$ cat src/proc_macros.svh
/*
 * Processor front-end constants
 * Widths, instruction cache geometry, bus command encodings and fetch credits
 */
`ifndef PROC_MACROS_SVH
`define PROC_MACROS_SVH

// Datapath widths
`define XLEN            32
`define MEM_DATA_W      64
`define MEM_TAG_W       4      // Zero tag means no transaction

// Instruction cache geometry, direct mapped with 8-byte lines
`define ICACHE_LINES    32
`define ICACHE_IDX_W    5
`define ICACHE_OFS_W    3
`define ICACHE_TAG_W    (`XLEN - `ICACHE_IDX_W - `ICACHE_OFS_W)

// Memory bus commands
`define BUS_CMD_W       2
`define BUS_CMD_NONE    2'h0
`define BUS_CMD_LOAD    2'h1
`define BUS_CMD_STORE   2'h2

// Fetch packet flow control
`define FETCH_CREDITS   4
`define CREDIT_W        3

`endif

$ cat src/proc_pkg.sv
/*
 * Processor front-end types
 * Vector typedefs, state enums and the packed memory and fetch structs
 */
`include "proc_macros.svh"

package proc_pkg;

    typedef logic [`XLEN-1:0]       addr_t;
    typedef logic [`XLEN-1:0]       inst_t;
    typedef logic [`MEM_DATA_W-1:0] mem_data_t;   // Two instructions per line
    typedef logic [`MEM_TAG_W-1:0]  mem_tag_t;    // Zero means none
    typedef logic [`CREDIT_W-1:0]   credit_t;

    typedef enum logic [`BUS_CMD_W-1:0] {
        BUS_NONE  = `BUS_CMD_NONE,
        BUS_LOAD  = `BUS_CMD_LOAD,
        BUS_STORE = `BUS_CMD_STORE
    } bus_cmd_e;

    // Instruction cache miss handling
    typedef enum logic [1:0] {
        IC_IDLE,   // Looking up, no miss in flight
        IC_REQ,    // Line request on the bus until accepted
        IC_WAIT    // Accepted, waiting for the return tag
    } icache_state_e;

    // Requester to memory
    typedef struct packed {
        bus_cmd_e  cmd;
        addr_t     addr;
        mem_data_t data;
    } mem_req_t;

    // Memory to requester
    typedef struct packed {
        mem_tag_t  response;   // Same-cycle acceptance tag
        mem_tag_t  tag;        // Tag of the returning data
        mem_data_t data;
    } mem_rsp_t;

    typedef struct packed {
        addr_t pc;
        inst_t inst;
    } fetch_pkt_t;

endpackage

$ cat src/fetch_stage.sv
/*
 * Fetch stage
 * Program counter with redirect, credit counter for the packet consumer
 * and the registered fetch packet
 */
`timescale 1ns/1ps
`include "proc_macros.svh"

module fetch_stage (
    input  logic                clock,
    input  logic                rst_n,
    input  logic                redirect_valid,
    input  proc_pkg::addr_t     redirect_pc,
    input  logic                hit,
    input  proc_pkg::inst_t     inst,
    input  logic                credit_return,
    output proc_pkg::addr_t     fetch_pc,
    output logic                fetch_valid,
    output proc_pkg::fetch_pkt_t fetch_pkt
);

    import proc_pkg::*;

    addr_t   pc;
    credit_t credits;
    logic    have_credit;
    logic    fire;

    assign have_credit = (credits != '0);

    // A redirect cycle never fetches, so the cycle after it is empty
    assign fire = hit && have_credit && !redirect_valid;

    assign fetch_pc = pc;

    //////////////////////////////////////////////////////////////////////
    // Program counter
    //////////////////////////////////////////////////////////////////////

    always_ff @(posedge clock or negedge rst_n) begin
        if (!rst_n) begin
            pc <= '0;
        end else if (redirect_valid) begin
            pc <= redirect_pc;
        end else if (fire) begin
            pc <= pc + addr_t'(4);   // Sequential fetch
        end
    end

    //////////////////////////////////////////////////////////////////////
    // Credits and packet
    //////////////////////////////////////////////////////////////////////

    always_ff @(posedge clock or negedge rst_n) begin
        if (!rst_n) begin
            credits <= credit_t'(`FETCH_CREDITS);
        end else begin
            case ({fire, credit_return})
                2'b10:   credits <= credits - credit_t'(1);
                2'b01:   credits <= credits + credit_t'(1);
                default: credits <= credits;   // Both or neither
            endcase
        end
    end

    always_ff @(posedge clock or negedge rst_n) begin
        if (!rst_n) begin
            fetch_valid <= 1'b0;
        end else begin
            fetch_valid <= fire;
        end
    end

    always_ff @(posedge clock) begin
        if (fire) begin
            fetch_pkt.pc   <= pc;
            fetch_pkt.inst <= inst;
        end
    end

endmodule

$ cat src/icache.sv
/*
 * Instruction cache
 * Direct mapped, 8-byte lines, one outstanding line fill toward memory
 */
`timescale 1ns/1ps
`include "proc_macros.svh"

module icache (
    input  logic                clock,
    input  logic                rst_n,
    input  proc_pkg::addr_t     fetch_pc,
    output logic                hit,
    output proc_pkg::inst_t     inst,
    output proc_pkg::mem_req_t  ireq,
    input  proc_pkg::mem_rsp_t  irsp
);

    import proc_pkg::*;

    // Line storage
    mem_data_t                  data_mem [`ICACHE_LINES];
    logic [`ICACHE_TAG_W-1:0]   tag_mem  [`ICACHE_LINES];
    logic [`ICACHE_LINES-1:0]   valid;

    logic [`ICACHE_IDX_W-1:0]   rd_idx;
    logic [`ICACHE_TAG_W-1:0]   rd_tag;
    mem_data_t                  rd_line;

    icache_state_e              state;
    icache_state_e              state_nxt;
    addr_t                      miss_addr;   // Line-aligned
    mem_tag_t                   miss_tag;
    logic                       fill;
    logic [`ICACHE_IDX_W-1:0]   fill_idx;

    //////////////////////////////////////////////////////////////////////
    // Lookup
    //////////////////////////////////////////////////////////////////////

    assign rd_idx  = fetch_pc[`ICACHE_OFS_W +: `ICACHE_IDX_W];   // PC[7:3]
    assign rd_tag  = fetch_pc[`XLEN-1 -: `ICACHE_TAG_W];
    assign rd_line = data_mem[rd_idx];

    assign hit  = valid[rd_idx] && (tag_mem[rd_idx] == rd_tag);
    assign inst = fetch_pc[2] ? rd_line[`MEM_DATA_W-1 -: `XLEN] : rd_line[`XLEN-1:0];

    //////////////////////////////////////////////////////////////////////
    // Miss state machine
    //////////////////////////////////////////////////////////////////////

    // Return for our tag ends the wait
    assign fill     = (state == IC_WAIT) && (irsp.tag != '0) && (irsp.tag == miss_tag);
    assign fill_idx = miss_addr[`ICACHE_OFS_W +: `ICACHE_IDX_W];

    always_comb begin
        state_nxt = state;
        case (state)
            IC_IDLE: if (!hit)                   state_nxt = IC_REQ;
            IC_REQ:  if (irsp.response != '0)    state_nxt = IC_WAIT;
            IC_WAIT: if (fill)                   state_nxt = IC_IDLE;
            default:                             state_nxt = IC_IDLE;
        endcase
    end

    always_ff @(posedge clock or negedge rst_n) begin
        if (!rst_n) begin
            state    <= IC_IDLE;
            miss_tag <= '0;
        end else begin
            state <= state_nxt;
            if (state == IC_REQ && irsp.response != '0) begin
                miss_tag <= irsp.response;   // Accepted this cycle
            end
        end
    end

    // Miss line address, captured on entry to the request state
    always_ff @(posedge clock) begin
        if (state == IC_IDLE && !hit) begin
            miss_addr <= {fetch_pc[`XLEN-1:`ICACHE_OFS_W], {`ICACHE_OFS_W{1'b0}}};
        end
    end

    // Line request, repeated every cycle until a nonzero response tag
    always_comb begin
        ireq.cmd  = (state == IC_REQ) ? BUS_LOAD : BUS_NONE;
        ireq.addr = miss_addr;
        ireq.data = '0;
    end

    //////////////////////////////////////////////////////////////////////
    // Fill
    //////////////////////////////////////////////////////////////////////

    // Line is written even if fetch has been redirected away
    always_ff @(posedge clock or negedge rst_n) begin
        if (!rst_n) begin
            valid <= '0;
        end else if (fill) begin
            valid[fill_idx] <= 1'b1;
        end
    end

    always_ff @(posedge clock) begin
        if (fill) begin
            data_mem[fill_idx] <= irsp.data;
            tag_mem[fill_idx]  <= miss_addr[`XLEN-1 -: `ICACHE_TAG_W];
        end
    end

endmodule

$ cat src/cache_arbiter.sv
/*
 * Cache arbiter
 * Shares the memory port, data side first, and steers returns by tag owner
 */
`timescale 1ns/1ps
`include "proc_macros.svh"

module cache_arbiter (
    input  logic                clock,
    input  logic                rst_n,
    input  proc_pkg::mem_req_t  ireq,
    output proc_pkg::mem_rsp_t  irsp,
    input  proc_pkg::mem_req_t  dreq,
    output proc_pkg::mem_rsp_t  drsp,
    output proc_pkg::mem_req_t  mem_req,
    input  proc_pkg::mem_rsp_t  mem_rsp
);

    import proc_pkg::*;

    localparam int NUM_TAGS = 1 << `MEM_TAG_W;

    logic                d_sel;
    logic                i_sel;
    logic [NUM_TAGS-1:0] own_i;        // Tag held by instruction side
    logic [NUM_TAGS-1:0] own_d;        // Tag held by data side
    logic [NUM_TAGS-1:0] own_i_nxt;
    logic [NUM_TAGS-1:0] own_d_nxt;
    logic                ret_i;
    logic                ret_d;

    //////////////////////////////////////////////////////////////////////
    // Request side
    //////////////////////////////////////////////////////////////////////

    assign d_sel = (dreq.cmd != BUS_NONE);
    assign i_sel = !d_sel && (ireq.cmd != BUS_NONE);

    assign mem_req = d_sel ? dreq : ireq;   // Idle icache drives BUS_NONE

    //////////////////////////////////////////////////////////////////////
    // Return side
    //////////////////////////////////////////////////////////////////////

    assign ret_i = (mem_rsp.tag != '0) && own_i[mem_rsp.tag];
    assign ret_d = (mem_rsp.tag != '0) && own_d[mem_rsp.tag];

    always_comb begin
        // Acceptance goes only to the chosen requester
        irsp.response = i_sel ? mem_rsp.response : '0;
        drsp.response = d_sel ? mem_rsp.response : '0;

        irsp.tag  = ret_i ? mem_rsp.tag  : '0;
        irsp.data = ret_i ? mem_rsp.data : '0;
        drsp.tag  = ret_d ? mem_rsp.tag  : '0;
        drsp.data = ret_d ? mem_rsp.data : '0;
    end

    //////////////////////////////////////////////////////////////////////
    // Tag ownership table
    //////////////////////////////////////////////////////////////////////

    always_comb begin
        own_i_nxt = own_i;
        own_d_nxt = own_d;

        // Retire first, a tag can be reissued in its return cycle
        if (mem_rsp.tag != '0) begin
            own_i_nxt[mem_rsp.tag] = 1'b0;
            own_d_nxt[mem_rsp.tag] = 1'b0;
        end

        if (mem_rsp.response != '0) begin
            if (d_sel) begin
                own_d_nxt[mem_rsp.response] = 1'b1;
            end else if (i_sel) begin
                own_i_nxt[mem_rsp.response] = 1'b1;
            end
        end
    end

    always_ff @(posedge clock or negedge rst_n) begin
        if (!rst_n) begin
            own_i <= '0;
            own_d <= '0;
        end else begin
            own_i <= own_i_nxt;
            own_d <= own_d_nxt;
        end
    end

endmodule

$ cat src/processor_front.sv
/*
 * Processor front end
 * Fetch stage, instruction cache and memory arbiter with a data-side port
 */
`timescale 1ns/1ps

module processor_front (
    input  logic                 clock,
    input  logic                 rst_n,
    output proc_pkg::mem_req_t   mem_req,
    input  proc_pkg::mem_rsp_t   mem_rsp,
    input  proc_pkg::mem_req_t   dreq,
    output proc_pkg::mem_rsp_t   drsp,
    input  logic                 redirect_valid,
    input  proc_pkg::addr_t      redirect_pc,
    input  logic                 credit_return,
    output logic                 fetch_valid,
    output proc_pkg::fetch_pkt_t fetch_pkt
);

    import proc_pkg::*;

    addr_t    fetch_pc;   // Fetch to icache
    logic     hit;
    inst_t    inst;
    mem_req_t ireq;       // Icache to arbiter
    mem_rsp_t irsp;

    //////////////////////////////////////////////////////////////////////
    // Fetch and instruction cache
    //////////////////////////////////////////////////////////////////////

    fetch_stage fetch_stage_0 (
        .clock          (clock),
        .rst_n          (rst_n),
        .redirect_valid (redirect_valid),
        .redirect_pc    (redirect_pc),
        .hit            (hit),
        .inst           (inst),
        .credit_return  (credit_return),
        .fetch_pc       (fetch_pc),
        .fetch_valid    (fetch_valid),
        .fetch_pkt      (fetch_pkt)
    );

    icache icache_0 (
        .clock    (clock),
        .rst_n    (rst_n),
        .fetch_pc (fetch_pc),
        .hit      (hit),
        .inst     (inst),
        .ireq     (ireq),
        .irsp     (irsp)
    );

    // Single memory port shared with the data side
    cache_arbiter cache_arbiter_0 (
        .clock   (clock),
        .rst_n   (rst_n),
        .ireq    (ireq),
        .irsp    (irsp),
        .dreq    (dreq),
        .drsp    (drsp),
        .mem_req (mem_req),
        .mem_rsp (mem_rsp)
    );

endmodule

$ cat config.mk
export PLATFORM = sky130hd
export DESIGN_NAME = processor_front
export DESIGN_NICKNAME = d
export VERILOG_FILES = /design/src/proc_pkg.sv /design/src/fetch_stage.sv /design/src/icache.sv /design/src/cache_arbiter.sv /design/src/processor_front.sv
export VERILOG_INCLUDE_DIRS = /design/src /design/src/src
export SDC_FILE = /design/constraint.sdc
export NUM_CORES = 2
export LEC_CHECK = 0
export ABC_AREA = 1
export BUFFER_PORTS_ARGS = -buffer_cell sky130_fd_sc_hd__clkbuf_2
export CORE_MARGIN = 2
export CORE_UTILIZATION = 45
export DETAILED_ROUTE_END_ITERATION = 8
export GPL_ROUTABILITY_DRIVEN = 0
export RECOVER_POWER = 100
export SYNTH_ARGS = -nofsm -noshare
export SYNTH_HDL_FRONTEND = slang
export SYNTH_SLANG_ARGS = --single-unit
$ cat constraint.sdc
create_clock -name clock -period 9.4 [get_ports clock]
set_input_delay 0.47 -clock clock [delete_from_list [all_inputs] [get_ports clock]]
set_output_delay 0.47 -clock clock [all_outputs]
set_load 0.01 [all_outputs]
### Word level (Yosys, flattened, before mapping)

Memories as Yosys holds them, arrays and structs flattened.
Index checks and enable logic that the tools add are counted.

* register bits after elaboration: 199
* memory bits (writable): 2816
* word-level logic and storage cells: 102
* memories: 2

Memory list
* icache_0.data_mem: depth 32, width 64, read ports 1, clocked after Yosys merged registers in 0, write ports 1, RTL line icache.sv:21 `` mem_data_t data_mem [`ICACHE_LINES]; ``
* icache_0.tag_mem: depth 32, width 24, read ports 1, clocked after Yosys merged registers in 0, write ports 1, RTL line icache.sv:22 `` logic [`ICACHE_TAG_W-1:0] tag_mem [`ICACHE_LINES]; ``

* bitwise operators: 6
* equal/unequal tests: 9
* $lt $le $gt $ge: 7
* add/subtract/negate cells: 3
* multiplexer cells: 37
* reduce and logical (&&, ||, !) cells: 27

Operators by type and width (count)
* two-way mux 64 bit: 2
* two-way mux 16 bit: 7
* two-way mux 98 bit: 1
* two-way mux 32 bit: 3
* adder 32 x 3 -> 32 bit, second input constant: 1
* AND 16 bit: 2
* bitwise OR 16 bit: 2
* bitwise OR 32 bit: 1
* equality test 24 bit: 1
* two-way mux 4 bit: 4
* inverter 16 bit: 1
* nonzero test 4 bit: 4
* logical AND 1 bit: 13
* less-than comparator 5 x 6 -> 1 bit, second input constant: 2
* less-than comparator 4 x 5 -> 1 bit, second input constant: 2
* two-way mux 1 bit: 9
* binary-select mux 1 bit (select 4 bit): 2
* demux 1 bit (select 4 bit): 2
* greater-or-equal comparator 4 x 1 -> 1 bit, second input constant: 2
* nonzero test 2 bit: 4
* two-way mux 2 bit: 3
* one-hot mux 2 bit (3 select lines): 1
* one-hot mux 3 bit (2 select lines): 1
* binary-select mux 1 bit (select 5 bit): 1
* other kinds (13): 18

### Logic depth before layout (Yosys ltp)

* depth after elaboration: 11
* depth in mapped cells: 27

### Cells and area by module

Synthesis repeated with hierarchy kept, for this count alone.

* cells, all modules: 9874
* area total of the unflattened synthesis: 122632.6 um^2

By module, submodules not included
* icache: sequential area each 86382.8 um^2, area an instance 114160.7 um^2, times used 1, cells an instance 8815
* fetch_stage: sequential area each 2824.0 um^2, area an instance 4446.8 um^2, times used 1, cells an instance 467
* cache_arbiter: sequential area each 800.8 um^2, area an instance 4025.1 um^2, times used 1, cells an instance 592

### Least setup slack after synthesis

Ideal clock, no wire load.

* path kind: in2reg
* from: input port mem_rsp[66] (netlist name)
* to: memory icache_0.data_mem[13][0] (netlist name) (enable)
* buffers on the path: 2
* setup slack: 3.199 ns
* cell stages on the path: 11
* data arrival time: 5.665 ns
* library setup time: 0.536 ns
* path through: clkbuf_1 > inv_1 > nor2_1 > a21boi_0 > nor4_1 > nor2_1 > nand2_1 > inv_1 > nand3_1 > clkbuf_1 > nor2_1

* cells in the longest elaborated chain, start to end: 9
* elaborated cells on any way between the ends: 11

RTL lines
* from (decl): RTL line processor_front.sv:11 `input proc_pkg::mem_rsp_t mem_rsp,`
* binary-select mux 1 bit (select 4 bit): RTL line cache_arbiter.sv:45 `assign ret_i = (mem_rsp.tag != '0) && own_i[mem_rsp.tag];`
* two-way mux 1 bit (implied by the code): RTL line cache_arbiter.sv:45
* logical AND 1 bit: RTL line cache_arbiter.sv:45
* two-way mux 4 bit (*): RTL line cache_arbiter.sv:53 `irsp.tag = ret_i ? mem_rsp.tag : '0;`
* nonzero test 4 bit: RTL line icache.sv:52 `assign fill = (state == IC_WAIT) && (irsp.tag != '0) && (irsp.tag == miss_tag);`
* logical AND 1 bit: RTL line icache.sv:52
* logical AND 1 bit (*): RTL line icache.sv:52
* two-way mux 1 bit (*): RTL line icache.sv:105 `if (fill) begin`
* two-way mux 1 bit (implied by the code) (*): RTL line icache.sv:106 `data_mem[fill_idx] <= irsp.data;`
* to (decl): RTL line icache.sv:21

Mark *: on every way between the ends. The rest lies on a longest branch, timed or not. The select of a mux whose other input is x is not followed.

### Worst setup path in the final report

* from: register fetch_stage_0.pc[5] (netlist: fetch_stage_0.fetch_pc[5])
* to: register fetch_stage_0.fetch_pkt[13] (netlist name)

* cells in the longest elaborated chain, start to end: 2

RTL lines
* from (decl): RTL line fetch_stage.sv:24 `addr_t pc;`
* from (signal assigned): RTL line fetch_stage.sv:44 `pc <= redirect_pc;`
* from (signal assigned): RTL line fetch_stage.sv:46 `pc <= pc + addr_t'(4);`
* memory (32 x 64 bit)
* two-way mux 32 bit: RTL line icache.sv:45 `` assign inst = fetch_pc[2] ? rd_line[`MEM_DATA_W-1 -: `XLEN] : rd_line[`XLEN-1:0]; ``
* via fetch_stage_0.inst[13]: RTL line fetch_stage.sv:15 `input proc_pkg::inst_t inst,`

The timed path passes the listed nets, and every way through them passes these cells.
A chain may end at the register's enable or synchronous reset.

==> flow_summary.yaml <==
run_status:
  status: "finished with violations"
  violations: "capacitance limit, slew limit"
synthesis:
  synth_edf_count: 2909
  synth_cells: 9670
  ys_seq_area_share_pct: 74.6
  yosysUniqueCellTypes: 44
  syn_area_um2: 121000
  ys_seq_elements: 3015
  synth_fp_nets: 9879
  ys.flop_type: "edfxtp_1"
  ys_async_sr_fraction_pct: 3.52
  yosysWarnings: 0
  avgSynthCellArea_um2: 12.5
floorplan:
  die_h_um: 522
  pin_count: 441
  die-area_um2: 272000
  start_util_pct: 45.1
  placementRows: 190
  core_area_um2: 267000
  die_x_um: 522
cts:
  tritoncts: "done"
  clk_latency_ns: 0.94
  ctsHoldBuffers: 40
  post_cts_buffers: 0
  cts_buffer_depth: 4
  clk_pin_slew_worst_paths_ns: 0.06
  clock_sinks: 3015
  ctsResizeCount: 0
  cts.htree.levels: 5
  cts_made_buffers: 322
  cts-root-buf: "clkbuf_16"
worst_setup_path:
  path_max_fanout: 82
  startpoint_type: "register"
  cp.required_ns: 10.17
  crit_arrival_ns: 8.42
  critical_path_class: "reg2reg"
  endpoint_kind: "register"
routing:
  dr_wl_met3_mm: 34.2
  drt-pass1-iter-count: 5
  vias_per_cell: 5.93
  wl_met1_mm: 152
  drc: 0
  postRouteAntennaNets: 0
  wl_per_cell_um: 26.8
  top_layer_used: "met5"
  vias: 81500
  routed_wl_mm: 368
  first_iter_violations: 9995
  wl_met2_mm: 171
pwr:
  pwr-share-seq_pct: 49.2
  power.share.clock_pct: 37.9
  p_per_area_nw_per_um2: 236
  peakVddDrop_uv: 216
  combPwrFrac_pct: 13.0
  swShare_pct: 26.8
  p_leak_nw: 47.1
  intPower_mw: 23.5
  totalPowerFinal_mw: 32.1
  p_sw_mw: 8.58
layout:
  drive_gt1_share_pct: 7.89
  n_fill_cell: 22800
  syn2layout_area_growth_pct: 12.6
  final_nets: 10200
sta:
  fmax_ghz: 0.131
  slew_viol_final: 3322
  finClkSkew_ns: 0.0505
  finalWorstPathRequiredPeriod_ns: 7.65
  relSlewSlack_pct: -212
  tns_ns: 0
  grt_setup_unrepaired: "no"
  worstMarginPinSlew_ns: 4.69
  finalSetupViolCount: 0
  whs_ns: 0.0506
  post-route-period-util_pct: 81.4
  hold_viol_final: 0
placed_design:
  dpl.hpwl_mm: 183
  numPortBuffers: 440
run:
  maxCapViolations: 93
min_path:
  min_path_type: "in2reg"
grt:
  grt.total_usage_pct: 26.4
  antenna_found_initial: 11
  grt_max_degree: 221
  grt-ovfl-total: 0
  grt_pass1_wl_mm: 530
  grt_pass1_vias: 76200
[through the flow]
step | setup slack [ns] | utilization (%) | area, µm² | std cells
CTS | 3.60 | 51.2 | 137000 | 13800
floorplan | 3.20 | - | 121000 | 9670
global route | 1.64 | 50.8 | 136000 | 13800
finish | 1.75 | 50.8 | 136000 | 13800
detailed placement | 3.59 | 47.3 | 127000 | 13200
global placement | 3.48 | 47.3 | 127000 | 13200
[final cells by class]
class / instances / area (µm²) / area share, %
multi-input combinational: 5705 / 26900 / 19.8
antenna: 3 / 7.51 / 0.00553
clock buffer: 407 / 8610 / 6.34
tap: 3552 / 4440 / 3.27
timing repair buffer: 631 / 3400 / 2.50
sequential: 3015 / 90000 / 66.3
clock inverter: 144 / 1250 / 0.922
inverter: 296 / 1170 / 0.862
[power by group through the flow]
stage,logic (mW),registers [mW],clock network (mW)
after floorplan,2.67,15.8,0
after global placement,4.05,16.0,0
after detailed placement,4.12,16.0,0
after CTS,4.15,15.7,12.3
after global routing,4.54,15.8,12.8
final,4.16,15.8,12.1
[cell families (layout without fill, tap and decap cells)]
family / Yosys count / count (layout) / share of synthesized area (%)
muxes: 1 / 1 / 0.00933
adders and majority gates: 3 / 3 / 0.0373
DFF: 3015 / 3015 / 74.6
xor gates and xnor gates: 28 / 28 / 0.203
buffers and inverters: 950 / 1478 / 3.18
and+or+nand+nor: 3475 / 3475 / 11.5
other: 0 / 3 / 0
AOI/OAI and AO/OA: 2198 / 2198 / 10.5
[worst max-delay path, cell delays in order (launching register included)]
cell and delay (ns):
dfrtp_1 1.18, inv_8 1.09, nand2_2 0.27, inv_8 0.55
clkbuf_1 2.42, buf_4 0.81, a21oi_1 0.15, a31oi_1 0.56
a32o_1 0.25
[sequential cells by signal, indices dropped and copies added (netlist names)]
name,flops
icache_0.state,2
cache_arbiter_0.own_i,16
icache_0.tag_mem,768
fetch_stage_0.fetch_pkt,64
fetch_stage_0.fetch_pc,32
icache_0.miss_addr,29
icache_0.data_mem,2048
fetch_stage_0.credits,3
cache_arbiter_0.own_d,16
icache_0.miss_tag,4
icache_0.valid,32
fetch_stage_0.fetch_valid,1
[Yosys cell counts, types with 7 or more instances]
cell,count,share of area (%)
buf_2,114,0.47
o21ai_1,21,0.087
o21ai_0,1329,5.5
nor3_1,7,0.029
a32o_1,32,0.27
a22oi_1,16,0.10
or2_2,28,0.15
edfxtp_1,2909,72
o221ai_1,204,1.5
o22ai_1,312,1.6
nand2_1,1138,3.5
nand3_1,442,1.8
nand3b_1,8,0.050
buf_6,9,0.084
nor2_1,1799,5.6
xor2_1,24,0.17
buf_1,39,0.12
dfrtp_1,105,2.2
inv_1,288,0.90
nand4_1,44,0.23
o211ai_1,88,0.55
buf_4,15,0.093
clkbuf_1,476,1.5
a21oi_1,156,0.65
a31oi_1,33,0.17
[path summary, 6_finish.rpt]
kind | start | to | slack, ns | depth (start not counted)
max | fetch_stage_0.fetch_pc[5] | fetch_stage_0.fetch_pkt[13] | 1.75 | 8
min | redirect_pc[16] | fetch_stage_0.fetch_pc[16] | 0.05 | 5
max reg2reg | fetch_stage_0.fetch_pc[5] | fetch_stage_0.fetch_pkt[13] | 1.75 | 8
min reg2reg | cache_arbiter_0.own_i[0] | cache_arbiter_0.own_i[0] | 0.38 | 0
max in group asynchronous | rst_n | icache_0.valid[26] | 3.95 | 3
min in group asynchronous | rst_n | icache_0.valid[19] | 1.20 | 2
[per-layer routing]
metal	GRT usage, %	vias to the layer above
li1	-	35700
met5	0	-
met4	7.67	4
met2	41.8	4252
met1	37.8	40900
met3	4.27	681
[layout by cell type (no fill, tap or decap), types with 33 or more instances in the layout]
| cell type | instances |
|---|---|
| o22ai_1 | 312 |
| a31oi_1 | 33 |
| clkinv_1 | 62 |
| dfrtp_1 | 105 |
| clkinv_2 | 47 |
| nor2_2 | 41 |
| o221ai_1 | 204 |
| a21oi_1 | 156 |
| edfxtp_1 | 2909 |
| inv_1 | 285 |
| clkbuf_1 | 365 |
| nor2_1 | 1756 |
| buf_4 | 62 |
| o21ai_0 | 1329 |
| o211ai_1 | 88 |
| clkbuf_2 | 218 |
| dlygate4sd3_1 | 40 |
| nand2_1 | 1137 |
| nand3_1 | 442 |
| clkbuf_16 | 330 |
| nand4_1 | 44 |
(Power assumes the default switching activity.)
